===== config.mk =====
export PLATFORM = sky130hd
export DESIGN_NAME = roce_stack
export DESIGN_NICKNAME = d
export VERILOG_FILES = /design/src/rdma_cmd_pkg.sv /design/src/rdma_pkt_pkg.sv /design/src/roce_stack.sv /design/src/rdma_ack_rx.sv /design/src/rdma_tx_engine.sv /design/src/meta_fifo.sv
export VERILOG_INCLUDE_DIRS = /design/src
export SDC_FILE = /design/constraint.sdc
export NUM_CORES = 1
export LEC_CHECK = 0
export ABC_CLOCK_PERIOD_IN_PS = 12400
export BUFFER_PORTS_ARGS = -buffer_cell sky130_fd_sc_hd__buf_2
export CAP_MARGIN = 30
export CORE_ASPECT_RATIO = 0.5
export CORE_UTILIZATION = 53
export CTS_CLUSTER_DIAMETER = 80
export CTS_CLUSTER_SIZE = 10
export DETAILED_ROUTE_END_ITERATION = 12
export PLACE_DENSITY = 0.88
export SLEW_MARGIN = 20
export SYNTH_ARGS = -nofsm -noshare
export SYNTH_HDL_FRONTEND = slang
export SYNTH_SLANG_ARGS = --single-unit

===== constraint.sdc =====
create_clock -name nclk -period 12.4 [get_ports nclk]
set_input_delay 1.24 -clock nclk [delete_from_list [all_inputs] [get_ports nclk]]
set_output_delay 1.24 -clock nclk [all_outputs]
set_load 0.02 [all_outputs]

===== src/rdma_config.svh =====
// RoCE transport configuration
// Sizing of the credit gate, queue pair tables and FIFOs, plus the
// field widths shared by the command and packet types
`ifndef RDMA_CONFIG_SVH
`define RDMA_CONFIG_SVH

// Work requests accepted and not yet acknowledged
`define RDMA_MAX_OUTSTANDING 4

// Queue pairs
`define RDMA_N_QP 4
`define RDMA_QPN_BITS 2

`define RDMA_FIFO_DEPTH 4

// Field widths
`define RDMA_OP_BITS 5
`define RDMA_PSN_BITS 24
`define RDMA_VADDR_BITS 48
`define RDMA_LEN_BITS 28
`define RDMA_PID_BITS 6
`define RDMA_SNDRM_BITS 8
`define RDMA_IP_BITS 32

`endif

===== src/rdma_cmd_pkg.sv =====
// RDMA command types
// User work requests on the send queue and the memory commands
// that fetch WRITE payloads
package rdma_cmd_pkg;

`include "rdma_config.svh"

  // RC opcodes for the two supported verbs
  typedef enum logic [`RDMA_OP_BITS-1:0] {
    RDMA_WRITE = 5'h0a,
    RDMA_READ  = 5'h0c
  } rdma_op_e;

  // Work request from the user
  typedef struct packed {
    rdma_op_e                   op;
    logic [`RDMA_QPN_BITS-1:0]   qpn;
    logic [`RDMA_PID_BITS-1:0]   pid;
    logic [`RDMA_VADDR_BITS-1:0] vaddr;
    logic [`RDMA_LEN_BITS-1:0]   len;
  } rdma_sq_req_t;

  // Read command towards host memory
  typedef struct packed {
    logic [`RDMA_VADDR_BITS-1:0] vaddr;
    logic [`RDMA_LEN_BITS-1:0]   len;
    logic [`RDMA_PID_BITS-1:0]   pid;
    logic [`RDMA_QPN_BITS-1:0]   qpn;
  } rdma_mem_req_t;

endpackage


===== src/rdma_pkt_pkg.sv =====
// RDMA packet types
// Transmit header descriptors, received acknowledgement packets
// and the acknowledgement notice handed back to the user
package rdma_pkt_pkg;

`include "rdma_config.svh"

  import rdma_cmd_pkg::*;

  // Header descriptor for the network side
  typedef struct packed {
    rdma_op_e                   op;
    logic [`RDMA_QPN_BITS-1:0]   qpn;
    logic [`RDMA_PSN_BITS-1:0]   psn;
    logic [`RDMA_IP_BITS-1:0]    src_ip;
    logic [`RDMA_PID_BITS-1:0]   pid;
    logic [`RDMA_LEN_BITS-1:0]   len;
  } rdma_tx_hdr_t;

  // Parsed ACK/NAK, CRC already checked upstream
  typedef struct packed {
    logic [`RDMA_QPN_BITS-1:0]   qpn;
    logic [`RDMA_PSN_BITS-1:0]   psn;
    logic [`RDMA_PID_BITS-1:0]   pid;
    logic                        is_nak;
    logic [`RDMA_SNDRM_BITS-1:0] syndrome;
    logic                        crc_ok;
  } rdma_ack_pkt_t;

  // Notice to the user, msn is the acknowledged psn
  typedef struct packed {
    logic [`RDMA_QPN_BITS-1:0]   qpn;
    logic [`RDMA_PID_BITS-1:0]   pid;
    logic                        is_nak;
    logic [`RDMA_SNDRM_BITS-1:0] syndrome;
    logic [`RDMA_PSN_BITS-1:0]   msn;
  } rdma_ack_t;

endpackage


===== src/roce_stack.sv =====
// RoCE transport top level
// Send queue with a credit gate that caps outstanding work requests,
// buffered into the transmit engine. Received acknowledgements are
// buffered into the ACK receiver, whose notices return credit.
`timescale 1ns/10ps
`include "rdma_config.svh"

module roce_stack
  import rdma_cmd_pkg::*;
  import rdma_pkt_pkg::*;
(
  input  logic                     nclk,
  input  logic                     nresetn,
  input  logic [`RDMA_IP_BITS-1:0] local_ip_address,

  // User send queue
  input  logic                     sq_req_valid,
  output logic                     sq_req_ready,
  input  rdma_sq_req_t             sq_req,

  // Network transmit headers
  output logic                     tx_hdr_valid,
  input  logic                     tx_hdr_ready,
  output rdma_tx_hdr_t             tx_hdr,

  // Memory read commands
  output logic                     mem_rd_req_valid,
  input  logic                     mem_rd_req_ready,
  output rdma_mem_req_t            mem_rd_req,

  // Network receive acknowledgements
  input  logic                     rx_ack_valid,
  output logic                     rx_ack_ready,
  input  rdma_ack_pkt_t            rx_ack,

  // User acknowledgement notices
  output logic                     ack_valid,
  output rdma_ack_t                ack,

  output logic                     crc_drop_count_valid,
  output logic [31:0]              crc_drop_count,
  output logic                     psn_drop_count_valid,
  output logic [31:0]              psn_drop_count
);

  localparam int CREDIT_BITS = $clog2(`RDMA_MAX_OUTSTANDING + 1);

  logic [CREDIT_BITS-1:0] outstanding, outstanding_n;
  logic                   credit_ok;
  logic                   sq_accept;
  logic                   sq_fifo_in_valid, sq_fifo_in_ready;
  logic                   sq_valid, sq_ready;
  rdma_sq_req_t           sq_data;
  logic                   ack_pkt_valid, ack_pkt_ready;
  rdma_ack_pkt_t          ack_pkt;

  // Credit gate
  assign credit_ok        = (outstanding < CREDIT_BITS'(`RDMA_MAX_OUTSTANDING));
  assign sq_req_ready     = sq_fifo_in_ready & credit_ok;
  assign sq_fifo_in_valid = sq_req_valid & credit_ok;
  assign sq_accept        = sq_req_valid & sq_req_ready;

  always_comb begin
    outstanding_n = outstanding;
    // Every notice returns credit, NAK or not; a stray ack cannot underflow
    if (ack_valid && outstanding != '0) outstanding_n = outstanding_n - 1'b1;
    if (sq_accept) outstanding_n = outstanding_n + 1'b1;
  end

  always_ff @(posedge nclk) begin
    if (!nresetn) outstanding <= '0;
    else outstanding <= outstanding_n;
  end

  meta_fifo #(.T(rdma_sq_req_t)) sq_fifo (
    .nclk      (nclk),
    .nresetn   (nresetn),
    .in_valid  (sq_fifo_in_valid),
    .in_ready  (sq_fifo_in_ready),
    .in_data   (sq_req),
    .out_valid (sq_valid),
    .out_ready (sq_ready),
    .out_data  (sq_data)
  );

  rdma_tx_engine tx_engine (
    .nclk             (nclk),
    .nresetn          (nresetn),
    .local_ip_address (local_ip_address),
    .req_valid        (sq_valid),
    .req_ready        (sq_ready),
    .req              (sq_data),
    .tx_hdr_valid     (tx_hdr_valid),
    .tx_hdr_ready     (tx_hdr_ready),
    .tx_hdr           (tx_hdr),
    .mem_rd_req_valid (mem_rd_req_valid),
    .mem_rd_req_ready (mem_rd_req_ready),
    .mem_rd_req       (mem_rd_req)
  );

  meta_fifo #(.T(rdma_ack_pkt_t)) ack_fifo (
    .nclk      (nclk),
    .nresetn   (nresetn),
    .in_valid  (rx_ack_valid),
    .in_ready  (rx_ack_ready),
    .in_data   (rx_ack),
    .out_valid (ack_pkt_valid),
    .out_ready (ack_pkt_ready),
    .out_data  (ack_pkt)
  );

  rdma_ack_rx ack_rx (
    .nclk                 (nclk),
    .nresetn              (nresetn),
    .pkt_valid            (ack_pkt_valid),
    .pkt_ready            (ack_pkt_ready),
    .pkt                  (ack_pkt),
    .ack_valid            (ack_valid),
    .ack                  (ack),
    .crc_drop_count_valid (crc_drop_count_valid),
    .crc_drop_count       (crc_drop_count),
    .psn_drop_count_valid (psn_drop_count_valid),
    .psn_drop_count       (psn_drop_count)
  );

endmodule


===== src/rdma_ack_rx.sv =====
// RDMA acknowledgement receiver
// Checks each incoming ACK/NAK against the expected psn of its queue
// pair. Bad CRC and out-of-sequence packets are dropped and counted;
// good ones raise a one-cycle notice and advance the expected psn.
`timescale 1ns/10ps
`include "rdma_config.svh"

module rdma_ack_rx
  import rdma_pkt_pkg::*;
(
  input  logic          nclk,
  input  logic          nresetn,

  // Received acknowledgements
  input  logic          pkt_valid,
  output logic          pkt_ready,
  input  rdma_ack_pkt_t pkt,

  // Notice to the user, always accepted
  output logic          ack_valid,
  output rdma_ack_t     ack,

  // Drop statistics
  output logic          crc_drop_count_valid,
  output logic [31:0]   crc_drop_count,
  output logic          psn_drop_count_valid,
  output logic [31:0]   psn_drop_count
);

  logic                      take;
  logic                      crc_bad;
  logic                      psn_bad;
  logic [`RDMA_PSN_BITS-1:0] exp_psn [`RDMA_N_QP];

  // The verdict never stalls so every packet is taken on arrival
  assign pkt_ready = 1'b1;
  assign take      = pkt_valid & pkt_ready;
  assign crc_bad   = ~pkt.crc_ok;
  assign psn_bad   = (pkt.psn != exp_psn[pkt.qpn]);

  always_ff @(posedge nclk) begin
    if (!nresetn) begin
      ack_valid            <= 1'b0;
      crc_drop_count_valid <= 1'b0;
      crc_drop_count       <= '0;
      psn_drop_count_valid <= 1'b0;
      psn_drop_count       <= '0;
      for (int i = 0; i < `RDMA_N_QP; i++) begin
        exp_psn[i] <= '0;
      end
    end else begin
      // Single-cycle pulses by default
      ack_valid            <= 1'b0;
      crc_drop_count_valid <= 1'b0;
      psn_drop_count_valid <= 1'b0;
      if (take) begin
        if (crc_bad) begin
          crc_drop_count       <= crc_drop_count + 1'b1;
          crc_drop_count_valid <= 1'b1;
        end else if (psn_bad) begin
          psn_drop_count       <= psn_drop_count + 1'b1;
          psn_drop_count_valid <= 1'b1;
        end else begin
          // NAKs are in sequence too and move the window
          ack_valid        <= 1'b1;
          exp_psn[pkt.qpn] <= exp_psn[pkt.qpn] + 1'b1;
        end
      end
    end
  end

  always_ff @(posedge nclk) begin
    if (take) begin
      ack.qpn      <= pkt.qpn;
      ack.pid      <= pkt.pid;
      ack.is_nak   <= pkt.is_nak;
      ack.syndrome <= pkt.syndrome;
      ack.msn      <= pkt.psn;
    end
  end

endmodule


===== src/rdma_tx_engine.sv =====
// RDMA transmit engine
// Takes one work request at a time and turns it into a header
// descriptor stamped with the next psn of its queue pair and the
// local IP address. A WRITE also issues a memory read command for
// its payload; a READ issues only the header.
`timescale 1ns/10ps
`include "rdma_config.svh"

module rdma_tx_engine
  import rdma_cmd_pkg::*;
  import rdma_pkt_pkg::*;
(
  input  logic                     nclk,
  input  logic                     nresetn,
  input  logic [`RDMA_IP_BITS-1:0] local_ip_address,

  // Work requests
  input  logic                     req_valid,
  output logic                     req_ready,
  input  rdma_sq_req_t             req,

  // Header descriptors
  output logic                     tx_hdr_valid,
  input  logic                     tx_hdr_ready,
  output rdma_tx_hdr_t             tx_hdr,

  // Payload fetch
  output logic                     mem_rd_req_valid,
  input  logic                     mem_rd_req_ready,
  output rdma_mem_req_t            mem_rd_req
);

  logic                      take;
  logic                      is_write;
  logic [`RDMA_PSN_BITS-1:0] next_psn [`RDMA_N_QP];

  // One request in flight, both outputs must drain first
  assign req_ready = ~tx_hdr_valid & ~mem_rd_req_valid;
  assign take      = req_valid & req_ready;
  assign is_write  = (req.op == RDMA_WRITE);

  always_ff @(posedge nclk) begin
    if (!nresetn) begin
      tx_hdr_valid     <= 1'b0;
      mem_rd_req_valid <= 1'b0;
      for (int i = 0; i < `RDMA_N_QP; i++) begin
        next_psn[i] <= '0;
      end
    end else begin
      if (take) begin
        tx_hdr_valid            <= 1'b1;
        mem_rd_req_valid        <= is_write;
        next_psn[req.qpn]       <= next_psn[req.qpn] + 1'b1;
      end else begin
        // Each output retires on its own handshake
        if (tx_hdr_ready) tx_hdr_valid <= 1'b0;
        if (mem_rd_req_ready) mem_rd_req_valid <= 1'b0;
      end
    end
  end

  // Header fields
  always_ff @(posedge nclk) begin
    if (take) begin
      tx_hdr.op     <= req.op;
      tx_hdr.qpn    <= req.qpn;
      tx_hdr.psn    <= next_psn[req.qpn];
      tx_hdr.src_ip <= local_ip_address;
      tx_hdr.pid    <= req.pid;
      tx_hdr.len    <= req.len;
    end
  end

  // Memory command fields, only meaningful for a WRITE
  always_ff @(posedge nclk) begin
    if (take && is_write) begin
      mem_rd_req.vaddr <= req.vaddr;
      mem_rd_req.len   <= req.len;
      mem_rd_req.pid   <= req.pid;
      mem_rd_req.qpn   <= req.qpn;
    end
  end

endmodule


===== src/meta_fifo.sv =====
// Metadata FIFO
// Circular buffer with a registered output stage for valid/ready
// streams; the payload type is a parameter
`timescale 1ns/10ps
`include "rdma_config.svh"

module meta_fifo #(
  parameter type T     = logic,
  parameter int  DEPTH = `RDMA_FIFO_DEPTH
) (
  input  logic nclk,
  input  logic nresetn,
  input  logic in_valid,
  output logic in_ready,
  input  T     in_data,
  output logic out_valid,
  input  logic out_ready,
  output T     out_data
);

  localparam int PTR_BITS = (DEPTH > 1) ? $clog2(DEPTH) : 1;

  T mem [DEPTH];
  logic [PTR_BITS-1:0] wr_ptr, rd_ptr;
  logic [PTR_BITS:0]   count, count_n;
  logic                push, pop;

  assign push = in_valid & in_ready;
  // Refill the output stage when it is empty or being drained
  assign pop  = (count != '0) & (~out_valid | out_ready);

  always_comb begin
    count_n = count;
    if (push && !pop) count_n = count + 1'b1;
    else if (!push && pop) count_n = count - 1'b1;
  end

  always_ff @(posedge nclk) begin
    if (!nresetn) begin
      wr_ptr    <= '0;
      rd_ptr    <= '0;
      count     <= '0;
      in_ready  <= 1'b0;
      out_valid <= 1'b0;
    end else begin
      if (push) wr_ptr <= (wr_ptr == PTR_BITS'(DEPTH - 1)) ? '0 : wr_ptr + 1'b1;
      if (pop) rd_ptr <= (rd_ptr == PTR_BITS'(DEPTH - 1)) ? '0 : rd_ptr + 1'b1;
      count    <= count_n;
      // Ready is registered so it stays low through reset
      in_ready <= (count_n < (PTR_BITS + 1)'(DEPTH));
      if (pop) out_valid <= 1'b1;
      else if (out_ready) out_valid <= 1'b0;
    end
  end

  always_ff @(posedge nclk) begin
    if (push) mem[wr_ptr] <= in_data;
    if (pop) out_data <= mem[rd_ptr];
  end

endmodule


==> flow_metrics.py, run 1 <==
metrics = {
    "run_status": {
        "status": "complete, no violations",
    },
    "detailed_routing": {
        "routedWlPerCell_um": 26.2,
        "drt-vias-per-instance": 5.88,
        "ant_nets": 0,
        "num_vias": 23100,
        "drt_iter0_drc": 2569,
        "dr.pass1.iters": 7,
        "drc": 0,
        "drt_wl_total_mm": 103,
    },
    "clocking": {
        "ctsResizeCount": 0,
        "cts.clk_slew.worst_paths_ns": 0.05,
        "htreeDepth": 4,
        "cts_tree": "yes",
        "cts.sinks": 1159,
        "clock_latency_ns": 0.70,
        "post_cts_buffers": 0,
        "cts_hold_buf": 0,
        "root_buffer": "clkbuf_16",
        "clock_path_buffers": 3,
        "numCtsBuffers": 133,
    },
    "power_and_ir_drop": {
        "total_power_w": 0.0110,
        "clkPwrFrac_pct": 31.3,
        "p_int_w": 0.00787,
        "sw_frac_of_total_pct": 28.7,
        "combPwrFrac_pct": 19.7,
        "peakVddDrop_mv": 0.128,
        "leakagePower_nw": 17.3,
        "switching_power_w": 0.00317,
        "pwr-share-seq_pct": 49.0,
        "power.density_nw_per_um2": 218,
    },
    "yosys": {
        "synth_top_area_cell": "edfxtp_1",
        "synthFlopType": "edfxtp_1",
        "synth.cell_area_um2": 43100,
        "ys_types": 43,
        "synth_top_area_share_pct": 74.5,
        "async_flop_share_pct": 0,
        "synth_seq_cells": 1159,
        "syn_avg_cell_area_um2": 19.1,
        "yosysWarnings": 0,
        "synth_nets": 2451,
        "synth_edf_count": 1069,
        "syn_inst": 2255,
        "yosys-top-cells-area": "edfxtp_1 (75%), mux4_2 (9.3%), dfxtp_1 (4.2%)",
        "ys_seq_area_share_pct": 78.7,
    },
    "sta": {
        "post-route-min-period_ns": 4.45,
        "rsz0062_at_grt": "no",
        "hold_violations": 0,
        "slew_headroom_pct": 36.8,
        "setup_viol": 0,
        "final.period_utilization_pct": 35.9,
        "max_freq_ghz": 0.225,
        "maxSlewViolCount": 0,
        "setup_tns_ns": 0,
        "tightest_slew_ns": 0.946,
        "clock_skew_ns": 0.0320,
        "fin_ws_ns": 7.95,
    },
    "global_route": {
        "grt_usage_pct": 25.0,
        "grt_pass1_vias": 23800,
        "grt_first_pass_wirelength_mm": 151,
        "grt_max_degree": 83,
        "antenna_found_initial": 12,
        "globalRouteOverflowTotal": 0,
    },
    "critical_path": {
        "criticalPathCategory": "flop to flop",
        "crit_chain": "buf_4 > mux4_2 > xnor2_1 > nand4_1 > nor4_4 > buf_4 > nand4b_1 > buf_4 > o21ai_2 > buf_4",
        "rr_worst_depth": 10,
        "crit_end": "ack_rx.exp_psn[2][18]",
        "cp.arrival_ns": 4.84,
        "endpoint_kind": "flop",
        "crit_path_top_delay_cell": "o21ai_2",
        "crit_top_cell": "buf_4",
        "cp.required_ns": 12.79,
        "crit_start": "ack_fifo.out_data[41]",
        "r2r_slack_ns": 7.95,
        "r2r-end": "ack_rx.exp_psn[2][18]",
        "reg2reg_from": "ack_fifo.out_data[41]",
        "crit_fanout": 57,
        "critical-path-max-stage-delay_ns": 0.62,
        "start_kind": "flop",
    },
    "die": {
        "io_pins": 462,
        "fp.dieArea_um2": 82500,
        "initial_core_util_pct": 53.9,
        "die_h_um": 204,
        "fp-row-count": 73,
        "die_x_um": 405,
        "fp.coreArea_um2": 79900,
    },
    "placed_design": {
        "place_area_um2": 46800,
        "gp_congestion": 0.859,
        "dp_hpwl_mm": 61.9,
        "dp_slack_ns": 7.60,
        "portBuffers": 461,
    },
    "layout": {
        "layout-drive-gt1-share_pct": 30.2,
        "final_core_util_pct": 63.3,
        "area_growth_pct": 17.4,
        "final_cell_area_um2": 50600,
        "final_nets": 2994,
    },
    "job": {
        "drv_cap": 0,
    },
    "min_path": {
        "min_path_type": "flop to flop",
    },
}
## power groups by stage
stage	Clock [W]	Combinational [W]	Sequential, W
2_1_floorplan	0	0.00130	0.00555
3_3_place_gp	0	0.00201	0.00545
6_report	0.00346	0.00217	0.00540
4_1_cts	0.00349	0.00217	0.00541
5_1_grt	0.00364	0.00231	0.00544
3_5_place_dp	0	0.00213	0.00547
## sequential cells by signal (all words and copies together) (netlist names), 2 cells and up
| name | flops |
|---|---|
| ack_fifo.out_data | 42 |
| ack_fifo.wr_ptr | 2 |
| ack_rx.psn_drop_count | 32 |
| sq_fifo.rd_ptr | 2 |
| ack_rx.crc_drop_count | 32 |
| sq_fifo.mem | 356 |
| tx_engine.next_psn | 96 |
| tx_engine.mem_rd_req | 84 |
| ack_fifo.rd_ptr | 2 |
| ack_rx.exp_psn | 96 |
| tx_engine.tx_hdr | 97 |
| sq_fifo.count | 3 |
| ack_fifo.mem | 168 |
| sq_fifo.wr_ptr | 2 |
| outstanding | 3 |
| ack_fifo.count | 3 |
| sq_fifo.out_data | 89 |
| ack_rx.ack | 41 |
## layout make-up
type	count	area (um^2)
well taps	1087	1360
multi-input cells	963	8690
flip-flops and latches	1159	33900
inverters	36	138
clock inverters	13	223
diodes	9	22.5
clock buffers	161	3450
fillers	5172	29300
repair buffers	505	2770
## stage by stage
step / instances / hold slack [ns]
after global placement: 3739 / 0.400
after CTS: 3921 / 0.414
after global routing: 3930 / 0.418
final: 3933 / 0.410
after detailed placement: 3747 / 0.405
after floorplan: 2255 / 0.400
## synth_stat cells (8+ instances only)
cell type     n
edfxtp_1   1069
nor2_1      188
mux4_2      177
nand2_1      99
dfxtp_1      90
clkbuf_1     67
nor3_1       61
xnor2_1      51
a21oi_1      45
nand4_1      45
xor2_1       43
nand3_1      40
mux2i_1      38
inv_1        35
nand2b_1     33
ha_1         27
and3_1       25
buf_1        16
o21ai_0      16
or3_1        12
and2_1       11
buf_2        11
a211oi_1      8
and4_1        8
## worst max-delay path: cells and delay by family, from the launching register on
family                    cells  cell delay (ns)
buffers and inverters         4             1.68
DFF                           1             0.37
xor gates and xnor gates      1             0.19
and+or+nand+nor               3             0.67
AOI/OAI and AO/OA             1             0.62
muxes                         1             0.51
## layer usage
layer  GRT usage [%]  up-vias  share of wire (%)
li1                -     9875                  -
met1            28.6    11800                 34
met2            44.4     1199                 54
met3            4.91      290                6.7
met4            13.5       10                5.5
met5               0        -              0.072
## how the worst min path moves through the flow
stage | to | cells after the start | from | slack (ns)
after global routing | tx_engine.mem_rd_req[83] | 0 | sq_fifo.out_data[75] | 0.42
after global placement | tx_engine.mem_rd_req[69] | 0 | sq_fifo.out_data[61] | 0.40
after detailed placement | tx_engine.mem_rd_req[42] | 0 | sq_fifo.out_data[34] | 0.40
after CTS | tx_engine.mem_rd_req[83] | 0 | sq_fifo.out_data[75] | 0.41
final | tx_engine.mem_rd_req[83] | 0 | sq_fifo.out_data[75] | 0.41
after floorplan | ack_rx.ack[24] | 0 | ack_fifo.out_data[1] | 0.40
## placed cells by master (no fill, tap or decap), drive strengths merged, types with 6 or more instances in the layout
master,n
nand3,40
nor2,188
o21ai,20
buf,505
dfxtp,90
xnor2,51
inv,43
xor2,43
nor3,61
ha,27
mux2i,38
nand2b,33
a211oi,8
nand4,45
nand2,99
and4,8
a2111oi,6
clkbuf,161
diode,9
or3,12
a21oi,45
clkinv,6
and3,25
and2,12
edfxtp,1069
mux4,177
## cell families after synthesis
kind of cell	after synthesis	synth area share [%]
mux	218	10.2
simple gates	543	6.09
flops	1159	78.7
xor+xnor	94	1.91
fa+ha+maj	27	0.784
compound gates	81	1.05
buf+inv	133	1.23
Power figures use the tool's default switching activity.
==> run 2, diff against run 1 <==
--- a/config.mk
+++ b/config.mk
@@ -6,15 +6,16 @@
 export SDC_FILE = /design/constraint.sdc
 export NUM_CORES = 1
 export LEC_CHECK = 0
-export ABC_CLOCK_PERIOD_IN_PS = 12400
+export ABC_AREA = 1
+export ABC_CLOCK_PERIOD_IN_PS = 4100
 export BUFFER_PORTS_ARGS = -buffer_cell sky130_fd_sc_hd__buf_2
 export CAP_MARGIN = 30
 export CORE_ASPECT_RATIO = 0.5
-export CORE_UTILIZATION = 53
+export CORE_UTILIZATION = 58
 export CTS_CLUSTER_DIAMETER = 80
 export CTS_CLUSTER_SIZE = 10
 export DETAILED_ROUTE_END_ITERATION = 12
-export PLACE_DENSITY = 0.88
+export PLACE_DENSITY = 0.91
 export SLEW_MARGIN = 20
 export SYNTH_ARGS = -nofsm -noshare
 export SYNTH_HDL_FRONTEND = slang
==> constraint.sdc (replaced) <==
create_clock -name nclk -period 4.1 [get_ports nclk]
set_input_delay 0.41 -clock nclk [delete_from_list [all_inputs] [get_ports nclk]]
set_output_delay 0.41 -clock nclk [all_outputs]
set_load 0.02 [all_outputs]
==> flow_metrics.py, run 2 <==
metrics = {
    "run_status": {
        "status": "complete, no violations",
    },
    "die": {
        "fp.dieArea_um2": 78300,
        "fp.coreArea_um2": 75800,
        "die_x_um": 395,
        "fp-row-count": 71,
        "io_pins": 462,
        "die_h_um": 198,
        "initial_core_util_pct": 59.1,
    },
    "critical_path": {
        "endpoint_kind": "flop",
        "criticalPathCategory": "flop to flop",
        "r2r-end": "ack_rx.exp_psn[2][23]",
        "crit_end": "ack_rx.exp_psn[2][23]",
        "critPathTopFamily": "simple AND/OR/NAND/NOR gates",
        "rr_worst_depth": 14,
        "cp.required_ns": 4.53,
        "crit_start": "ack_fifo.out_data[40]",
        "crit_chain": "buf_4 > nand2_1 > nand3_1 > nand2_1 > nand2_1 > nand2_1 > nor2_1 > nand2_1 > nor2_1 > nand3_4 > nor2_8 > nand3b_1 > nand2_1 > buf_12",
        "r2r_slack_ns": 0.71,
        "crit_path_top_delay_cell": "buf_4",
        "crit_top_cell": "nand2_1",
        "cp.arrival_ns": 3.81,
        "crit_fanout": 62,
        "start_kind": "flop",
        "reg2reg_from": "ack_fifo.out_data[40]",
        "worstSetupPathDepth": 14,
        "critical-path-max-stage-delay_ns": 0.56,
        "crit_buf_inv": 2,
    },
    "placed_design": {
        "gp_congestion": 0.955,
        "portBuffers": 461,
        "dp_slack_ns": 0.837,
        "dp_hpwl_mm": 71.5,
        "place_area_um2": 48400,
    },
    "yosys": {
        "synthFlopType": "edfxtp_1",
        "syn_inst": 3493,
        "synth_edf_count": 1069,
        "synth_seq_cells": 1159,
        "ys_seq_area_share_pct": 75.7,
        "yosysMostFrequentCell": "edfxtp_1",
        "synth.cell_area_um2": 44800,
        "synth_top_area_share_pct": 71.7,
        "synth_nets": 3689,
        "synth_top_area_cell": "edfxtp_1",
        "async_flop_share_pct": 0,
        "ys_types": 44,
        "yosys-top-cells-area": "edfxtp_1 (72%), nor2_1 (5.5%), dfxtp_1 (4.0%)",
        "synth.top_cells.by_count": "edfxtp_1 (1069), nor2_1 (656), nand2_1 (394)",
        "syn_avg_cell_area_um2": 12.8,
        "yosysWarnings": 0,
    },
    "clocking": {
        "ctsResizeCount": 0,
        "cts_tree": "yes",
        "cts_hold_buf": 165,
        "post_cts_buffers": 0,
        "clock_path_buffers": 3,
        "clock_latency_ns": 0.75,
        "numCtsBuffers": 133,
        "cts.sinks": 1159,
        "cts.clk_slew.worst_paths_ns": 0.06,
        "root_buffer": "clkbuf_16",
        "htreeDepth": 4,
    },
    "global_route": {
        "antenna_found_initial": 18,
        "globalRouteOverflowTotal": 0,
        "grt_max_degree": 94,
        "grt_first_pass_wirelength_mm": 192,
        "grt_usage_pct": 32.8,
        "grt_pass1_vias": 32000,
    },
    "power_and_ir_drop": {
        "total_power_w": 0.0365,
        "power.density_nw_per_um2": 676,
        "peakVddDrop_mv": 0.595,
        "leakagePower_nw": 20.0,
    },
    "job": {
        "drv_cap": 0,
    },
    "detailed_routing": {
        "drt_wl_total_mm": 132,
        "drt-vias-per-instance": 6.14,
        "drc": 0,
        "ant_nets": 0,
        "num_vias": 32300,
        "drt_iter0_drc": 4469,
        "routedWlPerCell_um": 25.0,
        "dr.pass1.iters": 7,
    },
    "layout": {
        "layout-drive-gt1-share_pct": 17.4,
        "final_cell_area_um2": 54000,
        "largest_reg_flops": 356,
        "final_cell_mix": "edfxtp_1 (1069), nor2_1 (647), buf_2 (461)",
        "largestRegisters": "sq_fifo.mem: 356 flops, ack_fifo.mem: 168 flops, tx_engine.tx_hdr: 97 flops",
        "area_growth_pct": 20.6,
        "largest_register": "sq_fifo.mem",
        "mostFrequentLayoutCell": "edfxtp_1",
        "final_nets": 4371,
    },
    "sta": {
        "post-route-min-period_ns": 3.39,
        "tightest_slew_ns": 0.948,
        "rsz0062_at_grt": "no",
        "final.period_utilization_pct": 82.6,
        "max_freq_ghz": 0.295,
        "maxSlewViolCount": 0,
        "fin_ws_ns": 0.715,
        "slew_headroom_pct": 36.8,
        "hold_violations": 0,
        "setup_viol": 0,
        "whs_ns": 0.304,
        "setup_tns_ns": 0,
        "clock_skew_ns": 0.0394,
    },
    "min_path": {
        "min_path_cells": 4,
        "min_path_type": "input pin to flop",
    },
}
run 2: layout make-up:
cell class                 instances  area [um^2]
tap                             1022         1280
inverter                         235          890
antenna                           19         47.5
timing repair buffer             699         4640
clock inverter                    14          324
fill                            4492        21800
sequential                      1159        33900
clock buffer                     172         3500
multi-input combinational       1947         9380
run 2: worst min path at each step:
stage,start,endpoint,slack (ns)
floorplan,ack_fifo.out_data[1],ack_rx.ack[24],0.40
global placement,sq_fifo.out_data[58],tx_engine.mem_rd_req[66],0.40
detailed placement,ack_fifo.out_data[2],ack_rx.ack[25],0.40
CTS,nresetn,ack_rx.crc_drop_count[24],0.26
global route,nresetn,ack_rx.crc_drop_count[24],0.30
finish,nresetn,ack_rx.crc_drop_count[14],0.30
run 2: kinds of logic (layout without fill, tap and decap cells):
group / after synthesis / count (layout) / share of synthesized area, %
buffers and inverters: 387 / 1120 / 3.45
AO/OA/AOI/OAI: 547 / 547 / 6.66
AND/OR/NAND/NOR: 1299 / 1299 / 11.9
adder cells (fa/ha/maj): 27 / 27 / 0.755
XOR/XNOR: 74 / 74 / 1.45
other: 0 / 19 / 0
flip-flops: 1159 / 1159 / 75.7
run 2: worst reg2reg max path, stage by stage, from the launching register on:
cell and delay [ns]:
edfxtp_1 0.35, buf_4 0.56, nand2_1 0.16, nand3_1 0.23, nand2_1 0.21, nand2_1 0.12, nand2_1 0.07, nor2_1 0.15
nand2_1 0.07, nor2_1 0.18, nand3_4 0.14, nor2_8 0.17, nand3b_1 0.12, nand2_1 0.32, buf_12 0.22
run 2: stage by stage:
| stage | cells | util (%) |
|---|---|---|
| after CTS | 5247 | 71.1 |
| final | 5267 | 71.2 |
| after global routing | 5264 | 71.2 |
| after global placement | 4895 | 63.9 |
| after floorplan | 3493 | - |
| after detailed placement | 4896 | 63.9 |
run 2: routing by layer:
metal	GRT usage, %	vias up	share of wire [%]
met5	0	-	0.022
met4	20.5	4	6.7
met3	7.25	605	9.9
met2	55.7	2481	50
met1	38.5	15600	34
li1	-	13700	-
run 2: power breakdown:
group          internal, W  switching, W
combinational      0.00231       0.00658
sequential          0.0155       0.00102
clock              0.00603       0.00503
total               0.0238        0.0126
